File: src/stream_pkg.sv
`default_nettype none

package stream_pkg;

  // one host link message
  typedef logic [31:0] xb_word_t;

  // routing tag, lowest two bits of every message
  typedef logic [1:0] msg_tag_t;

  // tag zero is pixel data unless a DRAM group is still open
  localparam msg_tag_t TAG_PIXEL = 2'b00;

  localparam int FP_SIZE = 20;
  // 2048 active rows plus dark rows above and below
  localparam int ROW_BITS = 12;
  localparam int COL_BITS = 11;
  localparam int FRAME_BITS = 20;

  // pixel message with the tag stripped
  // pixel in message bits 31:12, lval at bit 3, fval at bit 2
  typedef struct packed {
    logic [FP_SIZE-1:0] pixel;
    logic [7:0]         spare;
    logic               lval;
    logic               fval;
  } pixel_beat_t;

endpackage

`default_nettype wire

File: src/dram_pkg.sv
`default_nettype none

package dram_pkg;

  // memory controller address width
  localparam int ADDR_WIDTH = 27;

  // first burst lands here
  localparam logic [ADDR_WIDTH-1:0] START_ADDR = '0;

  // BL8 burst, so the address moves by eight per burst
  localparam logic [ADDR_WIDTH-1:0] ADDR_INC = 27'd8;

  // data beats per write burst, low half first
  localparam int BEATS_PER_BURST = 2;

endpackage

`default_nettype wire

File: src/sync_fifo.sv
`default_nettype none

module sync_fifo #(
  parameter type payload_t = logic [31:0],
  parameter int  DEPTH     = 16
) (
  input  logic     CLK,
  input  logic     fds_val,
  input  logic     push,
  input  payload_t din,
  input  logic     pop,
  output payload_t dout,
  output logic     empty,
  output logic     full
);

  localparam int PTR_W = (DEPTH > 1) ? $clog2(DEPTH) : 1;

  payload_t         mem [DEPTH];
  logic [PTR_W-1:0] wr_ptr;
  logic [PTR_W-1:0] rd_ptr;
  logic [PTR_W:0]   count;

  // show-ahead: head word is always on dout
  assign dout  = mem[rd_ptr];
  assign empty = (count == 0);
  assign full  = (count == DEPTH);

  always_ff @(posedge CLK) begin
    if (push) begin
      mem[wr_ptr] <= din;
    end
  end

  always_ff @(posedge CLK or posedge fds_val) begin
    if (fds_val) begin
      wr_ptr <= '0;
      rd_ptr <= '0;
      count  <= '0;
    end else begin
      if (push) begin
        wr_ptr <= (wr_ptr == PTR_W'(DEPTH - 1)) ? '0 : wr_ptr + 1'b1;
      end
      if (pop) begin
        rd_ptr <= (rd_ptr == PTR_W'(DEPTH - 1)) ? '0 : rd_ptr + 1'b1;
      end
      count <= count + (PTR_W + 1)'(push) - (PTR_W + 1)'(pop);
    end
  end

  // the writer must look at full a cycle ahead of its push
  a_no_overflow: assert property (@(posedge CLK) disable iff (fds_val) push |-> !full)
    else $error("push into full FIFO");

  // reader side pops only a head that is present
  a_no_underflow: assert property (@(posedge CLK) disable iff (fds_val) pop |-> !empty)
    else $error("pop from empty FIFO");

endmodule

`default_nettype wire

File: src/msg_router.sv
`default_nettype none

module msg_router import stream_pkg::*; #(
  parameter int APP_DATA_WIDTH = 128
) (
  input  logic        CLK,
  input  logic        fds_val,
  input  logic        pc_valid,
  input  xb_word_t    pc_data,
  output logic        pc_ready,
  input  logic        pix_full,
  input  logic        dram_full,
  output logic        pix_push,
  output pixel_beat_t pix_din,
  output logic        dram_push,
  output xb_word_t    dram_din
);

  // two memory beats worth of host words make one group
  localparam int GROUP_WORDS = 2 * APP_DATA_WIDTH / $bits(xb_word_t);
  localparam int CNT_W       = $clog2(GROUP_WORDS);

  logic [CNT_W-1:0] group_cnt;
  logic             xfer;
  logic             to_pixel;
  xb_word_t         word_q;

  // at most one word in flight, so the full flags seen here are never stale
  assign pc_ready = !pix_full && !dram_full && !pix_push && !dram_push;
  assign xfer     = pc_valid && pc_ready;
  assign to_pixel = (msg_tag_t'(pc_data[$bits(msg_tag_t)-1:0]) == TAG_PIXEL) && (group_cnt == 0);

  assign pix_din  = pixel_beat_t'(word_q[$bits(xb_word_t)-1:$bits(msg_tag_t)]);
  assign dram_din = word_q;

  always_ff @(posedge CLK or posedge fds_val) begin
    if (fds_val) begin
      group_cnt <= '0;
      pix_push  <= 1'b0;
      dram_push <= 1'b0;
    end else begin
      pix_push  <= xfer && to_pixel;
      dram_push <= xfer && !to_pixel;
      if (xfer && !to_pixel) begin
        group_cnt <= (group_cnt == CNT_W'(GROUP_WORDS - 1)) ? '0 : group_cnt + 1'b1;
      end
    end
  end

  always_ff @(posedge CLK) begin
    if (xfer) begin
      word_q <= pc_data;
    end
  end

endmodule

`default_nettype wire

File: src/frame_tracker.sv
`default_nettype none

module frame_tracker import stream_pkg::*; (
  input  logic                  CLK,
  input  logic                  fds_val,
  input  logic                  pix_empty,
  input  pixel_beat_t           pix_head,
  output logic                  pix_pop,
  output logic                  pix_valid,
  output logic [FP_SIZE-1:0]    pix_data,
  output logic [ROW_BITS-1:0]   pix_row,
  output logic [COL_BITS-1:0]   pix_col,
  output logic [FRAME_BITS-1:0] frame_num
);

  typedef enum logic [1:0] {
    ST_STANDBY,
    ST_INTRALINE,
    ST_INTERLINE,
    ST_INTERFRAME
  } state_t;

  state_t                state;
  logic [ROW_BITS-1:0]   row_cnt;
  // column of the next pixel on the line
  logic [COL_BITS-1:0]   col_cnt;
  logic [FRAME_BITS-1:0] frame_cnt;
  logic                  is_pixel;

  // camera data never stalls
  assign pix_pop  = !pix_empty;
  assign is_pixel = pix_pop && pix_head.lval && (state != ST_STANDBY);

  always_ff @(posedge CLK or posedge fds_val) begin
    if (fds_val) begin
      state     <= ST_STANDBY;
      row_cnt   <= '0;
      col_cnt   <= '0;
      frame_cnt <= '0;
      pix_valid <= 1'b0;
    end else begin
      pix_valid <= is_pixel;
      if (pix_pop) begin
        case (state)
          ST_STANDBY: begin
            // sync up on a gap between frames
            if (!pix_head.fval) begin
              row_cnt   <= '0;
              col_cnt   <= '0;
              frame_cnt <= '0;
              state     <= ST_INTERFRAME;
            end
          end
          ST_INTRALINE: begin
            if (pix_head.lval) begin
              col_cnt <= col_cnt + 1'b1;
            end else if (pix_head.fval) begin
              row_cnt <= row_cnt + 1'b1;
              state   <= ST_INTERLINE;
            end else begin
              frame_cnt <= frame_cnt + 1'b1;
              state     <= ST_INTERFRAME;
            end
          end
          ST_INTERLINE: begin
            if (pix_head.lval) begin
              col_cnt <= COL_BITS'(1);
              state   <= ST_INTRALINE;
            end
          end
          default: begin
            if (pix_head.lval) begin
              row_cnt <= '0;
              col_cnt <= COL_BITS'(1);
              state   <= ST_INTRALINE;
            end
          end
        endcase
      end
    end
  end

  // first pixel of a line is column 0, first line of a frame is row 0
  always_ff @(posedge CLK) begin
    if (is_pixel) begin
      pix_data  <= pix_head.pixel;
      pix_row   <= (state == ST_INTERFRAME) ? '0 : row_cnt;
      pix_col   <= (state == ST_INTRALINE) ? col_cnt : '0;
      frame_num <= frame_cnt;
    end
  end

endmodule

`default_nettype wire

File: src/burst_writer.sv
`default_nettype none

module burst_writer import stream_pkg::*, dram_pkg::*; #(
  parameter int APP_DATA_WIDTH = 128
) (
  input  logic                      CLK,
  input  logic                      fds_val,
  input  logic                      dram_empty,
  input  xb_word_t                  dram_head,
  output logic                      dram_pop,
  output logic                      app_en,
  output logic [ADDR_WIDTH-1:0]     app_addr,
  input  logic                      app_rdy,
  output logic                      app_wdf_wren,
  output logic                      app_wdf_end,
  output logic [APP_DATA_WIDTH-1:0] app_wdf_data,
  input  logic                      app_wdf_rdy,
  output logic                      error
);

  localparam int BURST_BITS = BEATS_PER_BURST * APP_DATA_WIDTH;
  localparam int WORD_BITS  = $bits(xb_word_t);
  localparam int WORDS      = BURST_BITS / WORD_BITS;
  localparam int CNT_W      = $clog2(WORDS);

  typedef enum logic [2:0] {
    BW_COLLECT,
    BW_ADDR,
    BW_BEAT1,
    BW_BEAT2,
    BW_ERROR
  } state_t;

  state_t                  state;
  logic [CNT_W-1:0]        word_cnt;
  logic [BURST_BITS-1:0]   burst_q;
  logic                    addr_ok;

  assign dram_pop = (state == BW_COLLECT) && !dram_empty;
  // command goes only when the data path can take the first beat too
  assign addr_ok  = app_rdy && app_wdf_rdy;
  assign error    = (state == BW_ERROR);

  always_ff @(posedge CLK or posedge fds_val) begin
    if (fds_val) begin
      state        <= BW_COLLECT;
      word_cnt     <= '0;
      app_en       <= 1'b0;
      app_addr     <= START_ADDR;
      app_wdf_wren <= 1'b0;
      app_wdf_end  <= 1'b0;
    end else begin
      case (state)
        BW_COLLECT: begin
          if (dram_pop) begin
            word_cnt <= word_cnt + 1'b1;
            if (word_cnt == CNT_W'(WORDS - 1)) begin
              app_en <= 1'b1;
              state  <= BW_ADDR;
            end
          end
        end
        BW_ADDR: begin
          if (addr_ok) begin
            app_en       <= 1'b0;
            app_addr     <= app_addr + ADDR_INC;
            app_wdf_wren <= 1'b1;
            state        <= BW_BEAT1;
          end
        end
        BW_BEAT1: begin
          if (app_wdf_rdy) begin
            app_wdf_end <= 1'b1;
            state       <= BW_BEAT2;
          end
        end
        BW_BEAT2: begin
          // the last beat gets one chance only
          app_wdf_wren <= 1'b0;
          app_wdf_end  <= 1'b0;
          state        <= app_wdf_rdy ? BW_COLLECT : BW_ERROR;
        end
        default: begin
        end
      endcase
    end
  end

  // first popped word ends up in the lowest bits
  always_ff @(posedge CLK) begin
    if (dram_pop) begin
      burst_q <= {dram_head, burst_q[BURST_BITS-1:WORD_BITS]};
    end
    if (state == BW_ADDR && addr_ok) begin
      app_wdf_data <= burst_q[APP_DATA_WIDTH-1:0];
    end else if (state == BW_BEAT1 && app_wdf_rdy) begin
      app_wdf_data <= burst_q[BURST_BITS-1 -: APP_DATA_WIDTH];
    end
  end

endmodule

`default_nettype wire

File: src/cam_dram_top.sv
`default_nettype none

module cam_dram_top import stream_pkg::*, dram_pkg::*; #(
  parameter int APP_DATA_WIDTH = 128,
  parameter int FIFO_DEPTH     = 16
) (
  input  logic                      CLK,
  input  logic                      fds_val,
  input  logic                      pc_valid,
  input  xb_word_t                  pc_data,
  output logic                      pc_ready,
  output logic                      app_en,
  output logic [ADDR_WIDTH-1:0]     app_addr,
  input  logic                      app_rdy,
  output logic                      app_wdf_wren,
  output logic                      app_wdf_end,
  output logic [APP_DATA_WIDTH-1:0] app_wdf_data,
  input  logic                      app_wdf_rdy,
  output logic                      pix_valid,
  output logic [FP_SIZE-1:0]        pix_data,
  output logic [ROW_BITS-1:0]       pix_row,
  output logic [COL_BITS-1:0]       pix_col,
  output logic [FRAME_BITS-1:0]     frame_num,
  output logic                      error
);

  logic        pix_push, pix_pop, pix_empty, pix_full;
  pixel_beat_t pix_din, pix_head;
  logic        dram_push, dram_pop, dram_empty, dram_full;
  xb_word_t    dram_din, dram_head;

  msg_router #(.APP_DATA_WIDTH(APP_DATA_WIDTH)) u_router (
    .CLK(CLK), .fds_val(fds_val),
    .pc_valid(pc_valid), .pc_data(pc_data), .pc_ready(pc_ready),
    .pix_full(pix_full), .dram_full(dram_full),
    .pix_push(pix_push), .pix_din(pix_din),
    .dram_push(dram_push), .dram_din(dram_din)
  );

  sync_fifo #(.payload_t(pixel_beat_t), .DEPTH(FIFO_DEPTH)) u_pix_fifo (
    .CLK(CLK), .fds_val(fds_val),
    .push(pix_push), .din(pix_din),
    .pop(pix_pop), .dout(pix_head), .empty(pix_empty), .full(pix_full)
  );

  sync_fifo #(.payload_t(xb_word_t), .DEPTH(FIFO_DEPTH)) u_dram_fifo (
    .CLK(CLK), .fds_val(fds_val),
    .push(dram_push), .din(dram_din),
    .pop(dram_pop), .dout(dram_head), .empty(dram_empty), .full(dram_full)
  );

  frame_tracker u_tracker (
    .CLK(CLK), .fds_val(fds_val),
    .pix_empty(pix_empty), .pix_head(pix_head), .pix_pop(pix_pop),
    .pix_valid(pix_valid), .pix_data(pix_data),
    .pix_row(pix_row), .pix_col(pix_col), .frame_num(frame_num)
  );

  burst_writer #(.APP_DATA_WIDTH(APP_DATA_WIDTH)) u_writer (
    .CLK(CLK), .fds_val(fds_val),
    .dram_empty(dram_empty), .dram_head(dram_head), .dram_pop(dram_pop),
    .app_en(app_en), .app_addr(app_addr), .app_rdy(app_rdy),
    .app_wdf_wren(app_wdf_wren), .app_wdf_end(app_wdf_end),
    .app_wdf_data(app_wdf_data), .app_wdf_rdy(app_wdf_rdy),
    .error(error)
  );

endmodule

`default_nettype wire

File: config.mk
export PLATFORM = sky130hd
export DESIGN_NAME = cam_dram_top
export DESIGN_NICKNAME = d
export VERILOG_FILES = /design/src/stream_pkg.sv /design/src/dram_pkg.sv /design/src/sync_fifo.sv /design/src/msg_router.sv /design/src/frame_tracker.sv /design/src/burst_writer.sv /design/src/cam_dram_top.sv
export SDC_FILE = /design/constraint.sdc
export NUM_CORES = 1
export LEC_CHECK = 0
export ABC_AREA = 1
export BUFFER_PORTS_ARGS = -buffer_cell sky130_fd_sc_hd__buf_2
export CAP_MARGIN = 5
export CORE_MARGIN = 5
export CORE_UTILIZATION = 55
export CTS_CLUSTER_SIZE = 12
export DETAILED_ROUTE_END_ITERATION = 16
export MAX_ROUTING_LAYER = met4
export PLACE_DENSITY = 0.77
export SLEW_MARGIN = 10
export SYNTH_ARGS = -nofsm -noshare
export SYNTH_HDL_FRONTEND = slang
export SYNTH_HIERARCHICAL = 1
export SYNTH_SLANG_ARGS = --single-unit
File: constraint.sdc
create_clock -name CLK -period 9.85 [get_ports CLK]
set_input_delay 0.4925 -clock CLK [delete_from_list [all_inputs] [get_ports CLK]]
set_output_delay 0.4925 -clock CLK [all_outputs]
set_load 0.02 [all_outputs]
=== Word-level counts from Yosys, hierarchy flattened ===
Memory sizes are Yosys's and may differ from the RTL's. A register that Yosys moved wholly into a read port is not among the register bits.
Cells that the tools add are included.
W data, S select, Z words.

* Memories: 2
* RAM bits: 992
* Output and inout bits: 224
* Register bits: 592
* Bits of input ports: 37

{| class="wikitable"
|+ Memory list
! name !! words !! bits a word !! rd ports !! clocked after memory_dff !! write ports !! line !! RTL
|-
| u_dram_fifo.mem || 16 || 32 || 1 || 1 || 1 || sync_fifo.sv:19 || <nowiki>payload_t mem [DEPTH];</nowiki>
|-
| u_pix_fifo.mem || 16 || 30 || 1 || 0 || 1 || sync_fifo.sv:19 ||
|}

* Add/sub/neg operators: 14
* Multiplexer cells: 43
* Reduce and logical (&&, ||, !) cells: 45
* Bitwise logic cells: 2
* Equal/unequal tests: 24

{| class="wikitable"
|+ Operators with widths
! kind !! number
|-
| $mux W128 || 2
|-
| $mux W20 || 3
|-
| $mux W12 || 4
|-
| $pmux W20 S2 || 1
|-
| $pmux W12 S3 || 1
|-
| $mux W11 || 3
|-
| $add A27 B4 Y27 const B || 1
|-
| $pmux W11 S2 || 1
|-
| $add A20 B1 Y20 const B || 1
|-
| $mux W3 || 6
|-
| $add A4 B1 Y4 const B || 4
|-
| $eq A4 B4 Y1 const B || 4
|-
| $mux W4 || 4
|-
| $reduce_bool A2 Y1 || 7
|-
| $logic_and A1 B1 Y1 || 13
|-
| $add A12 B1 Y12 const B || 1
|-
| $ne A2 B2 Y1 const B || 6
|-
| $pmux W3 S4 || 1
|-
| $reduce_and A4 Y1 || 3
|-
| $add A11 B1 Y11 const B || 1
|-
| $add A5 B1 Y5 || 2
|-
| $eq A5 B5 Y1 const B || 2
|-
| $logic_not A5 Y1 || 2
|-
| $mux W1 || 10
|-
| 20 further kinds || 45
|}

=== Depth between registers and ports, before layout ===
* Depth after elaboration: 7
* Gate-level depth with buffers: 19
* Mapped depth without buffers: 16

=== Hierarchy ===
Netlist, hierarchy kept.

{| class="wikitable"
|+ Modules (own cells, without submodules)
! module !! cells an instance !! seq. area each (sq um) !! times used !! area an instance (sq um)
|-
| sync_fifo at u_dram_fifo || 2161 || 15700.1 || 1 || 22778.1
|-
| sync_fifo at u_pix_fifo || 2032 || 14739.1 || 1 || 21373.0
|-
| burst_writer || 1032 || 12356.9 || 1 || 14988.1
|-
| frame_tracker || 490 || 3042.9 || 1 || 4822.1
|-
| msg_router || 99 || 1086.0 || 1 || 1501.4
|}

=== Worst setup path after synthesis ===
OpenSTA, ideal clock, no wires.

* Path kind: register to register
* From: register u_dram_fifo.count[2]
* To: register u_dram_fifo.count[4]
* Setup slack: 2088 ps
* Arrival: 7683 ps
* Setup time: 79 ps
* Cell stages (with the launch flop): 16
* Cell sequence: dfrtp_1 -> inv_1 -> ha_1 -> nand3_1 -> nor2_1 -> inv_1 -> nand3_1 -> inv_1 -> ha_1 -> inv_1 -> ha_1 -> fa_1 -> a21oi_1 -> nor2_1 -> nor2_1 -> xor2_1

* Longest elaborated chain between the ends: 4

{| class="wikitable"
|+ RTL lines
! what !! line !! RTL
|-
| from (decl) || sync_fifo.sv:22 || <nowiki>logic [PTR_W:0] count;</nowiki>
|-
| from (signal assigned) || sync_fifo.sv:47 || <nowiki>count <= count + (PTR_W + 1)'(push) - (PTR_W + 1)'(pop);</nowiki>
|-
| $logic_not A5 Y1 || sync_fifo.sv:26 || <nowiki>assign empty = (count == 0);</nowiki>
|-
| named net dram_empty || cam_dram_top.sv:29 || <nowiki>logic dram_push, dram_pop, dram_empty, dram_full;</nowiki>
|-
| $logic_not A1 Y1 || burst_writer.sv:39 || <nowiki>assign dram_pop = (state == BW_COLLECT) && !dram_empty;</nowiki>
|-
| $logic_and A1 B1 Y1 || burst_writer.sv:39 ||
|-
| named net dram_pop || cam_dram_top.sv:29 ||
|-
| $sub A5 B1 Y5 || sync_fifo.sv:47 ||
|}

The timed path passes the listed nets, and every way through them passes these cells.
A chain may end at the register's enable or synchronous reset.

==> parameters.txt <==
Parameter                              Value

STA
  Slew Limit Headroom    0.1549
  Slew Limit Fails    0
  Total of endpoints with negative setup slack in the final report    0
  RSZ-0062 raised after global routing    false
  Post-layout worst setup margin    between 5 and 6 ns
  Crit share post-route    0.4260
  Maximum clock frequency    approximately 0.24 GHz
  Final critical path time including I/O delays and setup    approximately 4.2 ns
  Final TNS setup    0 ns
  Measured slew at the worst slew-check pin    around 1.3 ns
  Worst clock skew on the final layout    between 0.02 and 0.03 ns
  Hold WS    around 0.067 ns
  Hold Violations, Final    0

Critical path
  Biggest fanout along the worst timing path    48
  Classification of the worst setup path    reg -> reg
  Category of the worst setup path launch point    register
  Arrival time worst endpoint    just under 5 ns
  Required time of the worst setup path    ~10 ns
  Critical Path Start    u_pix_fifo/rd_ptr[2]$_DFFE_PP0P_
  Beginning of the worst register-to-register path    u_pix_fifo/rd_ptr[2]$_DFFE_PP0P_
  Type of element capturing the critical path    register

Worst hold path
  Worst min-delay path class    in -> reg
  Origin of the worst min-delay path    pc_valid

Clocking
  Clock Path Buffers    3
  Root buffer cell    sky130_fd_sc_hd__clkbuf_16
  Total CTS buffers    around 150
  Clock tree from TritonCTS    done
  Later-pin clock latency in the skew report    about 0.75 ns
  Clock Sink Count    1453
  Setup bufs post-CTS    0
  Clock input transition at the sequential cells of the worst setup and hold paths    0.06 ns
  H-tree lvl count    4

Detailed routing
  First-iteration detailed-routing DRC count    between 4000 and 5000
  Average vias per placed instance    5.401
  Antenna Violating Nets Remaining    0
  Drt total wl    between 100000 and 150000 um
  Avg WL per Cell    19.50 um
  DR vias    38080
  Drt pass-1 iters    6
  Detailed-route DRC error count    0

GRT
  Maximum number of pins on one net before global-route repair    130
  Number of antenna violations at the first check in global routing    2
  Global Route Usage Sum    0.2401
  Remaining global-route overflow    0
  Number of global-route vias before repair    around 37000
  Wire length of the first global-routing pass    around 210000 um

Placed design
  DP HPWL    approximately 77000 um
  # port buffers    257
  Post-placement setup slack    between 5 and 6 ns
  RePlAce Congestion    ~0.84

Logic synthesis
  Synthesized instance count    approximately 5300
  Post-synthesis average cell area    approximately 11 um2
  Mapped cell area    roughly 0.06 mm2
  Yosys warning count    6

Die
  Die Height    340.5 um
  Initial standard-cell utilization of the core    0.5528
  I/O pin count    roughly 260
  Die Width    340.5 um
  Die outline area    roughly 0.12 mm2
  Total number of placement rows    between 100 and 150
  Core Footprint    around 0.11 mm2

Pwr
  Power density over the cells    233.1 mW/mm2
  Leakage power of the design    around 28 nW
  Total power draw    about 0.016 W
  Max IR drop VDD    0.0001999 V

Finish
  Final net count    between 5000 and 6000
  Area grow syn2layout    11.24%
  Fraction of layout cells with a size suffix above 1    0.1028

Flow run
  Max-cap violations    0

Status
  Run status    finished, final reports clean
-- metrics by stage --
step	cells	area, um2	utilization
2_1_floorplan	5320	60100	-
3_3_place_gp	6767	62020	0.5706
3_5_place_dp	6767	62020	0.5706
4_1_cts	7047	66810	0.6146
5_1_grt	7050	66840	0.6149
6_report	7050	66840	0.6149
-- per-layer routing --
layer	vias to the layer above	GRT usage	part of all wire
met2	1872	0.3895	0.49
met1	18170	0.3178	0.39
met5	-	-	0
met4	0	0.07732	0.030
li1	17750	-	-
met3	292	0.03529	0.088
-- power by group --
part	internal (W)	leakage [nW]	switching, W
clock	0.00288	2.15	0.00229
sequential	0.00742	13.6	0.000375
combinational	0.000700	11.9	0.00192
total	0.0110	27.7	0.00458
-- final timing paths --
path | slack, ns | to | cells after the start
min | 0.07 | u_router/dram_push$_DFF_PP0_ | 3
max in group asynchronous | 8.59 | u_tracker/col_cnt[10]$_DFFE_PP0P_ | 3
max reg2reg | 5.65 | u_tracker/col_cnt[2]$_DFFE_PP0P_ | 11
min reg2reg | 0.44 | u_writer/burst_q[152]$_DFFE_PP_ | 0
min in group asynchronous | 0.29 | u_router/dram_push$_DFF_PP0_ | 3
max | 5.65 | u_tracker/col_cnt[2]$_DFFE_PP0P_ | 11
-- flip-flops by register name (all words and copies together) (netlist names), 20 cells and up --
register               cells
u_dram_fifo/mem          512
u_pix_fifo/mem           352
u_writer/burst_q         256
u_writer/app_wdf_data    128
u_router/dram_din         32
u_writer/app_addr         24
u_tracker/frame_cnt       20
u_tracker/frame_num       20
u_tracker/pix_data        20
-- final cells by class --
class	count	area, um2
clock buffers	206	4024
well taps	1414	1769
diodes	2	5.005
multi-input cells	2806	12520
fillers	7941	41860
inverters	789	2988
repair buffers	340	2014
clock inverters	40	424.2
flip-flops and latches	1453	43100
-- what timing repair did --
item,CTS,global route
hold buffers,34,0
resized for setup,0,0
hold endpoints to repair,97,0
-- critical path, stage by stage (launching register included) --
cell	delay (ns)
sky130_fd_sc_hd__dfrtp_1	0.32
sky130_fd_sc_hd__buf_4	0.58
sky130_fd_sc_hd__clkinv_1	0.91
sky130_fd_sc_hd__buf_4	0.54
sky130_fd_sc_hd__nand3_1	0.13
sky130_fd_sc_hd__nand3_1	0.07
sky130_fd_sc_hd__nand2_1	0.24
sky130_fd_sc_hd__nor2_1	0.09
sky130_fd_sc_hd__nor2_1	0.87
sky130_fd_sc_hd__nand2_1	0.15
sky130_fd_sc_hd__nand2_1	0.12
sky130_fd_sc_hd__nor2_1	0.04
-- cell usage in the layout (no fill, tap or decap), types with 7 or more instances in the layout --
| cell | n |
|---|---|
| sky130_fd_sc_hd__clkinv_1 | 14 |
| sky130_fd_sc_hd__dlygate4sd3_1 | 34 |
| sky130_fd_sc_hd__nand4_1 | 19 |
| sky130_fd_sc_hd__nand3_1 | 723 |
| sky130_fd_sc_hd__inv_2 | 10 |
| sky130_fd_sc_hd__edfxtp_1 | 1343 |
| sky130_fd_sc_hd__o21ai_2 | 7 |
| sky130_fd_sc_hd__xor2_1 | 18 |
| sky130_fd_sc_hd__xnor2_1 | 13 |
| sky130_fd_sc_hd__nand2_2 | 7 |
| sky130_fd_sc_hd__inv_6 | 8 |
| sky130_fd_sc_hd__nor2_4 | 36 |
| sky130_fd_sc_hd__buf_2 | 257 |
| sky130_fd_sc_hd__o21ai_0 | 38 |
| sky130_fd_sc_hd__nor2_1 | 110 |
| sky130_fd_sc_hd__dfrtp_1 | 105 |
| sky130_fd_sc_hd__clkbuf_1 | 50 |
| sky130_fd_sc_hd__buf_4 | 48 |
| sky130_fd_sc_hd__nand2_1 | 1732 |
| sky130_fd_sc_hd__o21ai_1 | 7 |
| sky130_fd_sc_hd__inv_1 | 772 |
| sky130_fd_sc_hd__clkbuf_16 | 150 |
| sky130_fd_sc_hd__a21oi_1 | 15 |
| sky130_fd_sc_hd__ha_1 | 31 |
| sky130_fd_sc_hd__nor2_2 | 9 |
| sky130_fd_sc_hd__clkinv_2 | 11 |
| sky130_fd_sc_hd__nor3_1 | 12 |
(Power assumes the default switching activity.)
